### config.mk
export PLATFORM = sky130hd
export DESIGN_NAME = cpu
export DESIGN_NICKNAME = d
export VERILOG_FILES = /design/src/cpu_pkg.sv /design/src/fwd_if.sv /design/src/cpu.sv /design/src/decode_stage.sv /design/src/execute_stage.sv /design/src/fetch_stage.sv /design/src/memory_stage.sv /design/src/register_file.sv
export SDC_FILE = /design/constraint.sdc
export NUM_CORES = 2
export LEC_CHECK = 0
export BUFFER_PORTS_ARGS = -buffer_cell sky130_fd_sc_hd__buf_4
export CAP_MARGIN = 20
export CORE_MARGIN = 3
export CORE_UTILIZATION = 45
export CTS_BUF_LIST = sky130_fd_sc_hd__clkbuf_8
export DETAILED_ROUTE_END_ITERATION = 8
export HOLD_SLACK_MARGIN = 0.03
export MAX_ROUTING_LAYER = met4
export PLACE_DENSITY = 0.66
export SLEW_MARGIN = 5
export SYNTH_ARGS = -nofsm -noshare
export SYNTH_HDL_FRONTEND = slang
export SYNTH_SLANG_ARGS = --single-unit
### constraint.sdc
create_clock -name clk -period 11.61 [get_ports clk]
set_input_delay 0 -clock clk [delete_from_list [all_inputs] [get_ports clk]]
set_output_delay 0 -clock clk [all_outputs]
set_load 0.02 [all_outputs]
### src/cpu_pkg.sv
`default_nettype none

package cpu_pkg;

    localparam int XLEN = 32;

    typedef logic [XLEN-1:0] word_t;
    typedef logic [4:0]      reg_addr_t;

    // Major opcodes of the supported RV32I subset
    typedef enum logic [6:0] {
        OPC_OP     = 7'b0110011,
        OPC_OP_IMM = 7'b0010011,
        OPC_LOAD   = 7'b0000011,
        OPC_STORE  = 7'b0100011,
        OPC_BRANCH = 7'b1100011,
        OPC_JAL    = 7'b1101111
    } opcode_e;

    typedef enum logic [2:0] {
        ALU_ADD,
        ALU_SUB,
        ALU_AND,
        ALU_OR,
        ALU_XOR,
        ALU_SLT,
        ALU_PASS_LINK               // PC+4 for JAL
    } alu_op_e;

    // Decoded controls, carried from ID/EX down to MEM/WB
    typedef struct packed {
        logic      reg_write;       // Never set for rd == x0
        logic      mem_read;
        logic      mem_write;
        logic      is_branch;
        logic      branch_ne;       // BNE when set, BEQ otherwise
        logic      is_jal;
        logic      use_imm;         // Second ALU operand is the immediate
        alu_op_e   alu;
        reg_addr_t rd;
    } ctrl_t;

    localparam word_t NOP_INSTR = 32'h0000_0013;   // addi x0, x0, 0

endpackage

`default_nettype wire

### src/fwd_if.sv
`timescale 1ns/10ps
`default_nettype none

interface fwd_if;
    import cpu_pkg::*;

    reg_addr_t m_rd;            // EX/MEM destination
    logic      m_write;
    word_t     m_value;         // EX/MEM ALU result
    logic      m_is_load;       // Value not ready yet for a load

    reg_addr_t wb_rd;
    logic      wb_write;
    word_t     wb_value;

    modport mem_src (output m_rd, m_write, m_value, m_is_load);
    modport wb_src  (output wb_rd, wb_write, wb_value);
    modport ex_sink (input m_rd, m_write, m_value, m_is_load, wb_rd, wb_write, wb_value);

endinterface

`default_nettype wire

### src/cpu.sv
`timescale 1ns/10ps
`default_nettype none

module cpu #(
    parameter cpu_pkg::word_t RESET_PC = '0
) (
    input  logic           clk,
    input  logic           reset,
    output cpu_pkg::word_t imem_addr,
    input  cpu_pkg::word_t imem_data,
    output logic           dmem_valid,
    output logic           dmem_write,
    output cpu_pkg::word_t dmem_addr,
    output cpu_pkg::word_t dmem_wdata,
    input  logic           dmem_ready,
    input  cpu_pkg::word_t dmem_rdata
);
    import cpu_pkg::*;

    word_t     if_pc;
    word_t     if_instr;
    logic      fetch_hold;
    logic      redirect;
    word_t     redirect_target;
    logic      mem_busy;
    ctrl_t     ex_ctrl;
    word_t     ex_pc;
    reg_addr_t ex_rs1;
    reg_addr_t ex_rs2;
    word_t     ex_rs1_data;
    word_t     ex_rs2_data;
    word_t     ex_imm;
    ctrl_t     mem_ctrl;
    word_t     mem_result;
    word_t     mem_store_data;

    fwd_if fwd ();                      // Results flowing back from MEM and WB

    fetch_stage #(
        .RESET_PC (RESET_PC)
    ) u_fetch (
        .clk,
        .reset,
        .fetch_hold,
        .redirect,
        .redirect_target,
        .imem_data,
        .imem_addr,
        .if_pc,
        .if_instr
    );

    decode_stage u_decode (
        .clk,
        .reset,
        .if_pc,
        .if_instr,
        .mem_busy,
        .redirect,
        .fetch_hold,
        .ex_ctrl,
        .ex_pc,
        .ex_rs1,
        .ex_rs2,
        .ex_rs1_data,
        .ex_rs2_data,
        .ex_imm,
        .fwd (fwd)
    );

    execute_stage u_execute (
        .clk,
        .reset,
        .ex_ctrl,
        .ex_pc,
        .ex_rs1,
        .ex_rs2,
        .ex_rs1_data,
        .ex_rs2_data,
        .ex_imm,
        .mem_busy,
        .redirect,
        .redirect_target,
        .mem_ctrl,
        .mem_result,
        .mem_store_data,
        .fwd (fwd)
    );

    memory_stage u_memory (
        .clk,
        .reset,
        .mem_ctrl,
        .mem_result,
        .mem_store_data,
        .dmem_ready,
        .dmem_rdata,
        .dmem_valid,
        .dmem_write,
        .dmem_addr,
        .dmem_wdata,
        .mem_busy,
        .fwd_m  (fwd),
        .fwd_wb (fwd)
    );

endmodule

`default_nettype wire

### src/decode_stage.sv
`timescale 1ns/10ps
`default_nettype none

module decode_stage (
    input  logic               clk,
    input  logic               reset,
    input  cpu_pkg::word_t     if_pc,
    input  cpu_pkg::word_t     if_instr,
    input  logic               mem_busy,
    input  logic               redirect,
    output logic               fetch_hold,
    output cpu_pkg::ctrl_t     ex_ctrl,
    output cpu_pkg::word_t     ex_pc,
    output cpu_pkg::reg_addr_t ex_rs1,
    output cpu_pkg::reg_addr_t ex_rs2,
    output cpu_pkg::word_t     ex_rs1_data,
    output cpu_pkg::word_t     ex_rs2_data,
    output cpu_pkg::word_t     ex_imm,
    fwd_if.ex_sink             fwd
);
    import cpu_pkg::*;

    opcode_e    opcode;
    logic [2:0] funct3;
    reg_addr_t  rs1;
    reg_addr_t  rs2;
    ctrl_t      ctrl;
    word_t      imm;
    logic       uses_rs1;
    logic       uses_rs2;
    word_t      rs1_data;
    word_t      rs2_data;
    logic       load_use_stall;

    assign opcode = opcode_e'(if_instr[6:0]);
    assign funct3 = if_instr[14:12];
    assign rs1    = if_instr[19:15];
    assign rs2    = if_instr[24:20];

    always_comb begin
        ctrl     = '0;
        imm      = '0;
        uses_rs1 = 1'b0;
        uses_rs2 = 1'b0;
        case (opcode)
            OPC_OP: begin
                ctrl.reg_write = 1'b1;
                uses_rs1       = 1'b1;
                uses_rs2       = 1'b1;
                case (funct3)
                    3'b000:  ctrl.alu = if_instr[30] ? ALU_SUB : ALU_ADD;
                    3'b010:  ctrl.alu = ALU_SLT;
                    3'b100:  ctrl.alu = ALU_XOR;
                    3'b110:  ctrl.alu = ALU_OR;
                    3'b111:  ctrl.alu = ALU_AND;
                    default: ctrl.reg_write = 1'b0;        // Outside the subset
                endcase
            end
            OPC_OP_IMM: begin
                ctrl.reg_write = (funct3 == 3'b000);      // ADDI only
                ctrl.use_imm   = 1'b1;
                uses_rs1       = 1'b1;
                imm            = {{20{if_instr[31]}}, if_instr[31:20]};
            end
            OPC_LOAD: begin
                ctrl.reg_write = 1'b1;
                ctrl.mem_read  = 1'b1;
                ctrl.use_imm   = 1'b1;
                uses_rs1       = 1'b1;
                imm            = {{20{if_instr[31]}}, if_instr[31:20]};
            end
            OPC_STORE: begin
                ctrl.mem_write = 1'b1;
                ctrl.use_imm   = 1'b1;
                uses_rs1       = 1'b1;
                uses_rs2       = 1'b1;
                imm            = {{20{if_instr[31]}}, if_instr[31:25], if_instr[11:7]};
            end
            OPC_BRANCH: begin
                ctrl.is_branch = 1'b1;
                ctrl.branch_ne = funct3[0];
                uses_rs1       = 1'b1;
                uses_rs2       = 1'b1;
                imm            = {{19{if_instr[31]}}, if_instr[31], if_instr[7],
                                  if_instr[30:25], if_instr[11:8], 1'b0};
            end
            OPC_JAL: begin
                ctrl.reg_write = 1'b1;
                ctrl.is_jal    = 1'b1;
                ctrl.alu       = ALU_PASS_LINK;
                imm            = {{11{if_instr[31]}}, if_instr[31], if_instr[19:12],
                                  if_instr[20], if_instr[30:21], 1'b0};
            end
            default: ctrl = '0;                           // Unknown opcode acts as a NOP
        endcase
        ctrl.rd = if_instr[11:7];
        if (ctrl.rd == '0) begin
            ctrl.reg_write = 1'b0;
        end
    end

    register_file u_regs (
        .clk      (clk),
        .reset    (reset),
        .rs1      (rs1),
        .rs2      (rs2),
        .rs1_data (rs1_data),
        .rs2_data (rs2_data),
        .fwd      (fwd)
    );

    // Load in EX whose result the instruction in decode needs
    assign load_use_stall = ex_ctrl.mem_read && ex_ctrl.reg_write &&
                            ((uses_rs1 && rs1 == ex_ctrl.rd) ||
                             (uses_rs2 && rs2 == ex_ctrl.rd));
    assign fetch_hold     = load_use_stall || mem_busy;

    // ID/EX control
    always_ff @(posedge clk or posedge reset) begin
        if (reset) begin
            ex_ctrl <= '0;
        end else if (!mem_busy) begin
            if (redirect || load_use_stall) begin
                ex_ctrl <= '0;                            // Bubble
            end else begin
                ex_ctrl <= ctrl;
            end
        end
    end

    always_ff @(posedge clk) begin
        if (!mem_busy) begin
            ex_pc       <= if_pc;
            ex_rs1      <= uses_rs1 ? rs1 : '0;           // Unused sources never forward
            ex_rs2      <= uses_rs2 ? rs2 : '0;
            ex_rs1_data <= rs1_data;
            ex_rs2_data <= rs2_data;
            ex_imm      <= imm;
        end
    end

    a_stall_vs_redirect: assert property (@(posedge clk) disable iff (reset)
        !(load_use_stall && redirect));

endmodule

`default_nettype wire

### src/execute_stage.sv
`timescale 1ns/10ps
`default_nettype none

module execute_stage (
    input  logic               clk,
    input  logic               reset,
    input  cpu_pkg::ctrl_t     ex_ctrl,
    input  cpu_pkg::word_t     ex_pc,
    input  cpu_pkg::reg_addr_t ex_rs1,
    input  cpu_pkg::reg_addr_t ex_rs2,
    input  cpu_pkg::word_t     ex_rs1_data,
    input  cpu_pkg::word_t     ex_rs2_data,
    input  cpu_pkg::word_t     ex_imm,
    input  logic               mem_busy,
    output logic               redirect,
    output cpu_pkg::word_t     redirect_target,
    output cpu_pkg::ctrl_t     mem_ctrl,
    output cpu_pkg::word_t     mem_result,
    output cpu_pkg::word_t     mem_store_data,
    fwd_if.ex_sink             fwd
);
    import cpu_pkg::*;

    logic  m_fwd_ok;
    logic  a_from_mem;
    logic  a_from_wb;
    logic  b_from_mem;
    logic  b_from_wb;
    word_t op_a;
    word_t rs2_val;
    word_t op_b;
    word_t alu_result;
    logic  branch_taken;

    // A load in MEM has only its address, the load-use stall covers that case
    assign m_fwd_ok   = fwd.m_write && !fwd.m_is_load;
    assign a_from_mem = m_fwd_ok && (fwd.m_rd == ex_rs1);
    assign a_from_wb  = fwd.wb_write && (fwd.wb_rd == ex_rs1);
    assign b_from_mem = m_fwd_ok && (fwd.m_rd == ex_rs2);
    assign b_from_wb  = fwd.wb_write && (fwd.wb_rd == ex_rs2);

    assign op_a    = a_from_mem ? fwd.m_value :
                     a_from_wb  ? fwd.wb_value : ex_rs1_data;
    assign rs2_val = b_from_mem ? fwd.m_value :
                     b_from_wb  ? fwd.wb_value : ex_rs2_data;
    assign op_b    = ex_ctrl.use_imm ? ex_imm : rs2_val;

    always_comb begin
        case (ex_ctrl.alu)
            ALU_ADD:       alu_result = op_a + op_b;
            ALU_SUB:       alu_result = op_a - op_b;
            ALU_AND:       alu_result = op_a & op_b;
            ALU_OR:        alu_result = op_a | op_b;
            ALU_XOR:       alu_result = op_a ^ op_b;
            ALU_SLT:       alu_result = {{(XLEN-1){1'b0}}, $signed(op_a) < $signed(op_b)};
            ALU_PASS_LINK: alu_result = ex_pc + 32'd4;     // JAL link value
            default:       alu_result = op_a + op_b;
        endcase
    end

    assign branch_taken    = ex_ctrl.is_branch && ((op_a == rs2_val) != ex_ctrl.branch_ne);
    assign redirect        = (branch_taken || ex_ctrl.is_jal) && !mem_busy;
    assign redirect_target = ex_pc + ex_imm;

    // EX/MEM register
    always_ff @(posedge clk or posedge reset) begin
        if (reset) begin
            mem_ctrl <= '0;
        end else if (!mem_busy) begin
            mem_ctrl <= ex_ctrl;
        end
    end

    always_ff @(posedge clk) begin
        if (!mem_busy) begin
            mem_result     <= alu_result;       // Also the data address
            mem_store_data <= rs2_val;
        end
    end

endmodule

`default_nettype wire

### src/fetch_stage.sv
`timescale 1ns/10ps
`default_nettype none

module fetch_stage #(
    parameter cpu_pkg::word_t RESET_PC = '0
) (
    input  logic           clk,
    input  logic           reset,
    input  logic           fetch_hold,
    input  logic           redirect,
    input  cpu_pkg::word_t redirect_target,
    input  cpu_pkg::word_t imem_data,
    output cpu_pkg::word_t imem_addr,
    output cpu_pkg::word_t if_pc,
    output cpu_pkg::word_t if_instr
);
    import cpu_pkg::*;

    word_t pc;
    word_t pc_next;

    always_comb begin
        if (redirect) begin
            pc_next = redirect_target;      // Taken branch or JAL in EX
        end else if (fetch_hold) begin
            pc_next = pc;
        end else begin
            pc_next = pc + 32'd4;
        end
    end

    always_ff @(posedge clk or posedge reset) begin
        if (reset) begin
            pc <= RESET_PC;
        end else begin
            pc <= pc_next;
        end
    end

    assign imem_addr = pc;              // Combinational instruction read

    // IF/ID register
    always_ff @(posedge clk or posedge reset) begin
        if (reset) begin
            if_pc    <= RESET_PC;
            if_instr <= NOP_INSTR;
        end else if (redirect) begin
            if_instr <= NOP_INSTR;      // Squash the wrong-path fetch
        end else if (!fetch_hold) begin
            if_pc    <= pc;
            if_instr <= imem_data;
        end
    end

endmodule

`default_nettype wire

### src/memory_stage.sv
`timescale 1ns/10ps
`default_nettype none

module memory_stage (
    input  logic           clk,
    input  logic           reset,
    input  cpu_pkg::ctrl_t mem_ctrl,
    input  cpu_pkg::word_t mem_result,
    input  cpu_pkg::word_t mem_store_data,
    input  logic           dmem_ready,
    input  cpu_pkg::word_t dmem_rdata,
    output logic           dmem_valid,
    output logic           dmem_write,
    output cpu_pkg::word_t dmem_addr,
    output cpu_pkg::word_t dmem_wdata,
    output logic           mem_busy,
    fwd_if.mem_src         fwd_m,
    fwd_if.wb_src          fwd_wb
);
    import cpu_pkg::*;

    word_t wb_data;

    // Request straight from EX/MEM, which holds until the transfer
    assign dmem_valid = mem_ctrl.mem_read || mem_ctrl.mem_write;
    assign dmem_write = mem_ctrl.mem_write;
    assign dmem_addr  = mem_result;
    assign dmem_wdata = mem_store_data;
    assign mem_busy   = dmem_valid && !dmem_ready;

    assign fwd_m.m_rd      = mem_ctrl.rd;
    assign fwd_m.m_write   = mem_ctrl.reg_write;
    assign fwd_m.m_value   = mem_result;
    assign fwd_m.m_is_load = mem_ctrl.mem_read;

    assign wb_data = mem_ctrl.mem_read ? dmem_rdata : mem_result;   // rdata valid at transfer

    // MEM/WB also holds during a stall so a waiting EX keeps its WB forward
    always_ff @(posedge clk or posedge reset) begin
        if (reset) begin
            fwd_wb.wb_write <= 1'b0;
        end else if (!mem_busy) begin
            fwd_wb.wb_write <= mem_ctrl.reg_write;
        end
    end

    always_ff @(posedge clk) begin
        if (!mem_busy) begin
            fwd_wb.wb_rd    <= mem_ctrl.rd;
            fwd_wb.wb_value <= wb_data;
        end
    end

    a_req_stable: assert property (@(posedge clk) disable iff (reset)
        dmem_valid && !dmem_ready |=> dmem_valid && $stable(dmem_addr) &&
                                      $stable(dmem_wdata) && $stable(dmem_write));

endmodule

`default_nettype wire

### src/register_file.sv
`timescale 1ns/10ps
`default_nettype none

module register_file (
    input  logic               clk,
    input  logic               reset,
    input  cpu_pkg::reg_addr_t rs1,
    input  cpu_pkg::reg_addr_t rs2,
    output cpu_pkg::word_t     rs1_data,
    output cpu_pkg::word_t     rs2_data,
    fwd_if.ex_sink             fwd
);
    import cpu_pkg::*;

    word_t regs [1:31];                 // x0 has no storage

    always_ff @(posedge clk) begin
        if (fwd.wb_write && fwd.wb_rd != '0) begin
            regs[fwd.wb_rd] <= fwd.wb_value;
        end
    end

    // Write-first, so decode sees the value retiring this cycle
    assign rs1_data = (rs1 == '0) ? '0 :
                      (fwd.wb_write && fwd.wb_rd == rs1) ? fwd.wb_value : regs[rs1];
    assign rs2_data = (rs2 == '0) ? '0 :
                      (fwd.wb_write && fwd.wb_rd == rs2) ? fwd.wb_value : regs[rs2];

    // Decode drops x0 writes long before they reach WB
    a_no_x0_write: assert property (@(posedge clk) disable iff (reset)
        fwd.wb_write |-> fwd.wb_rd != '0);

endmodule

`default_nettype wire

==> summary.txt <==
Critical path
  – CP max-delay cell: nor4b_1
  – Worst Path Arrival: 7730 ps
  – Worst reg2reg setup slack: 4660 ps
  – CP peak stage delay: 700 ps
  – WP buf/inv: 1
  – WP data required: 12390 ps
  – CP top delay family: compound AO/OA/AOI/OAI gates
  – R2R cell count: 19
  – Critical-path cell list: xnor2_1 -> nand4_1 -> nor2_4 -> buf_4 -> mux2i_1 -> a21oi_1 -> mux2_2 -> ha_1 -> o21bai_1 -> a21o_1 -> a21oi_1 -> o31a_1 -> nor4_1 -> nor4b_1 -> o31ai_1 -> a221oi_1 -> a21oi_1 -> or4b_2 -> o221ai_1
  – Crit-path max FO: 29
  – Critical R2R Capture: u_execute.mem_result[25]$_DFFE_PN_
  – Startpoint Class: flop
  – Worst r2r src: u_memory.fwd_wb.wb_rd[4]$_DFFE_PN_
  – CP most frequent cell: a21oi_1
  – Critical path class: flop to flop
  – Critical path capture point type: flop

Floorplanning
  – I/O Pins: 165
  – Starting density of the core: 45.56%
  – Core area: 152800 µm²
  – Die X: 399.3 µm
  – Die area: 159500 µm²
  – Die Height: 399.3 µm
  – Row cnt: 143

CTS
  – Clock Path Buffers: 3
  – Post-CTS setup buffers: 0
  – Number of H-tree levels: 4
  – Clk slew on worst S/H paths: 60 ps
  – Num CTS Buffers: 220
  – Clk Latency, worst-skew pair: 950 ps
  – Clk sinks: 1340
  – CTS tree: built
  – Clk root buf: clkbuf_8

Timing
  – Slew Limit Fails: 0
  – Worst clock skew: 39.03 ps
  – FMAX: 143.8 MHz
  – Final hold violations: 0
  – Worst rel slew slack: 26.28%
  – TNS Setup: 0 ps
  – Actual transition at the worst max-transition pin: 1099 ps
  – Min cycle time layout: 6954 ps
  – Share of the clock period used by the worst path: 59.89%
  – RSZ-0062 raised after global routing: no
  – Endpoints failing setup: 0

Synth
  – Net Count, Synth: 4918
  – Top FF cell, synth: edfxtp_1
  – EDFF count, synth: 1220
  – Synth top cells by count: edfxtp_1 (1220), mux4_2 (480), nor2_1 (342), mux2i_1 (315), a21oi_1 (267)
  – Synth Register Bits: 1340
  – Synth Instances: 4719
  – Avg Inst Size Synth: 14.75 µm²
  – Share of the synthesized area in the top cell type: 52.62%
  – Synthesized area: 69620 µm²
  – Distinct cells, synth: 81
  – Count leader, synth: edfxtp_1
  – Synth area leader: edfxtp_1
  – YS warnings: 0
  – Cells taking the most area after synthesis: edfxtp_1 (53%), mux4_2 (16%), mux2i_1 (4.5%)
  – Asr flop ratio synth: 8.955%
  – Sequential element share of the synthesized area: 56.94%

Power and ir drop
  – IR drop worst, VDD: 0.1159 mV
  – Final total power: 0.01426 W
  – Leakage: 28.21 nW
  – Pwr dens: 179.3 nW/µm²

Finish
  – Layout area overhead: 14.23%
  – Fill cells: 12469
  – Ratio of cells with drive above 1 in the final layout: 24.04%
  – Final net count: 5238
  – Final instance area: 79530 µm²

GRT
  – Initial antenna violation count: 4
  – Vias in the first global route: 45556
  – Gr ovfl total: 0
  – GRT Overall Usage: 28.05%
  – Largest net degree at the start of global routing: 136
  – First-pass GRT wire length: 315.9 mm

Routing
  – Pre-Repair DR Iteration Count: 6
  – Total Wirelength: 219.2 mm
  – Wl on met1: 84.76 mm
  – Met2 routed WL: 105.4 mm
  – DRC Markers: 0
  – Met3 WL post-DR: 19.66 mm
  – Via count: 46294
  – Top sig layer: met4
  – Vias per cell: 6.379
  – DR iter-0 viols: 5802
  – Routed Antenna Nets: 0
  – WL/cell: 30.20 µm

Place
  – Port bufs: 164
  – Post-DP HPWL: 135.1 mm
  – Placed cell area: 73420 µm²
  – Routability cong.: 0.9498

Hold path
  – Hold path depth: 6
  – HP Start: dmem_ready
  – Worst Hold Path EP: u_execute.mem_ctrl[14]$_DFFE_PP0N_
  – Hold crit path type: input port to flop

Outcome
  – Outcome: completed

Flow run
  – Max-Cap Viols: 0
-- placed cells by master, fill, tap and decap left out, types with 35 or more instances in the layout --
cell / count
o22ai_1: 36
dlygate4sd3_1: 136
dfrtp_1: 106
o21a_1: 35
mux2i_1: 315
a22oi_1: 59
nor2_4: 35
nand2_1: 210
a211oi_1: 70
ha_1: 129
xor2_1: 42
o21ai_0: 120
a22o_1: 41
mux4_2: 480
clkinv_2: 41
a21oi_1: 267
o221ai_1: 38
clkbuf_8: 223
buf_4: 264
a21o_1: 39
inv_1: 182
mux2_2: 90
clkinv_1: 51
edfxtp_1: 1220
a221oi_1: 75
nor2_1: 305
xnor2_1: 116
a221o_1: 42
nand3_1: 47
-- per-layer routing --
metal | vias to the layer above | GRT usage (%)
met4 | 0 | 11.68
met5 | - | -
met2 | 2488 | 44.07
met3 | 451 | 4.290
met1 | 23744 | 36.70
li1 | 19611 | -
-- tightest hold or removal path: stages --
cell	delay, ps
dlygate4sd3_1	520
buf_4	110
nor2b_2	70
buf_4	230
nand2_1	100
nand2_1	40
-- what timing repair did --
| item | CTS | global route |
|---|---|---|
| endpoints found under the hold margin | 318 | 0 |
| resized for setup | 0 | 0 |
| hold buffers | 136 | 0 |
-- per-stage QoR --
stage                     cells  worst slack, ps  util (%)  hold slack (ps)
final                      7257             4656     52.05            173.5
after global routing       7257             4295     52.05            159.6
after CTS                  7239             4773     51.78            46.52
after detailed placement   6696             4854     48.05            168.1
after global placement     6692             4936     47.98            158.3
after floorplan            4719             3332         -            115.8
-- sequential cells by signal (all words and copies together), names as in the netlist --
| signal | cells |
|---|---|
| u_decode.ex_rs2 | 5 |
| u_decode.ex_imm | 21 |
| u_memory.fwd_wb.wb_value | 32 |
| u_decode.u_regs.regs | 992 |
| u_decode.ex_rs1_data | 32 |
| u_execute.mem_result | 32 |
| u_execute.mem_store_data | 32 |
| u_memory.fwd_wb.wb_write | 1 |
| u_memory.fwd_wb.wb_rd | 5 |
| u_decode.ex_rs1 | 5 |
| u_fetch.imem_addr | 32 |
| u_fetch.if_instr | 32 |
| u_execute.mem_ctrl | 8 |
| u_decode.ex_pc | 32 |
| u_decode.ex_ctrl | 15 |
| u_fetch.if_pc | 32 |
| u_decode.ex_rs2_data | 32 |
-- report_power, final --
group	internal (W)	switching, W	leakage (nW)	total [W]
Clock	0.00214	0.00200	2.43	0.00415
Combinational	0.00136	0.00197	12.9	0.00332
Sequential	0.00615	0.000632	12.9	0.00679
Total	0.00965	0.00460	28.2	0.0143
-- worst max-delay path by stage --
stage,end,depth (start not counted),startpoint,slack (ps)
final,u_execute.mem_result[25]$_DFFE_PN_,19,u_memory.fwd_wb.wb_rd[4]$_DFFE_PN_,4660
after CTS,u_execute.mem_result[25]$_DFFE_PN_,19,u_memory.fwd_wb.wb_rd[4]$_DFFE_PN_,4770
after global placement,u_execute.mem_result[25]$_DFFE_PN_,20,u_memory.fwd_wb.wb_rd[4]$_DFFE_PN_,4940
after global routing,u_execute.mem_result[25]$_DFFE_PN_,19,u_memory.fwd_wb.wb_rd[3]$_DFFE_PN_,4290
after floorplan,u_decode.ex_imm[0]$_DFFE_PN_,6,u_execute.mem_ctrl[13]$_DFFE_PP0N_,3330
after detailed placement,u_execute.mem_result[25]$_DFFE_PN_,19,u_memory.fwd_wb.wb_rd[4]$_DFFE_PN_,4850
-- area by class of cell --
type	instances	area (µm²)	share of cell area, %
sequential	1340	39680	49.89
clock buffer	223	3069	3.859
clock inverter	184	1274	1.602
inverter	129	496.7	0.6246
tap	2030	2540	3.194
antenna	3	7.507	0.009440
multi-input combinational	2923	28490	35.83
timing repair buffer	425	3974	4.997
-- kinds of logic after synthesis --
group | share of synthesized area [%]
multiplexers | 21.58
AO/OA/AOI/OAI | 9.338
buffers and inverters | 2.608
XOR/XNOR | 2.058
flip-flops | 56.94
AND/OR/NAND/NOR | 5.075
adder cells (fa/ha/maj) | 2.405
(Power assumes the default switching activity.)
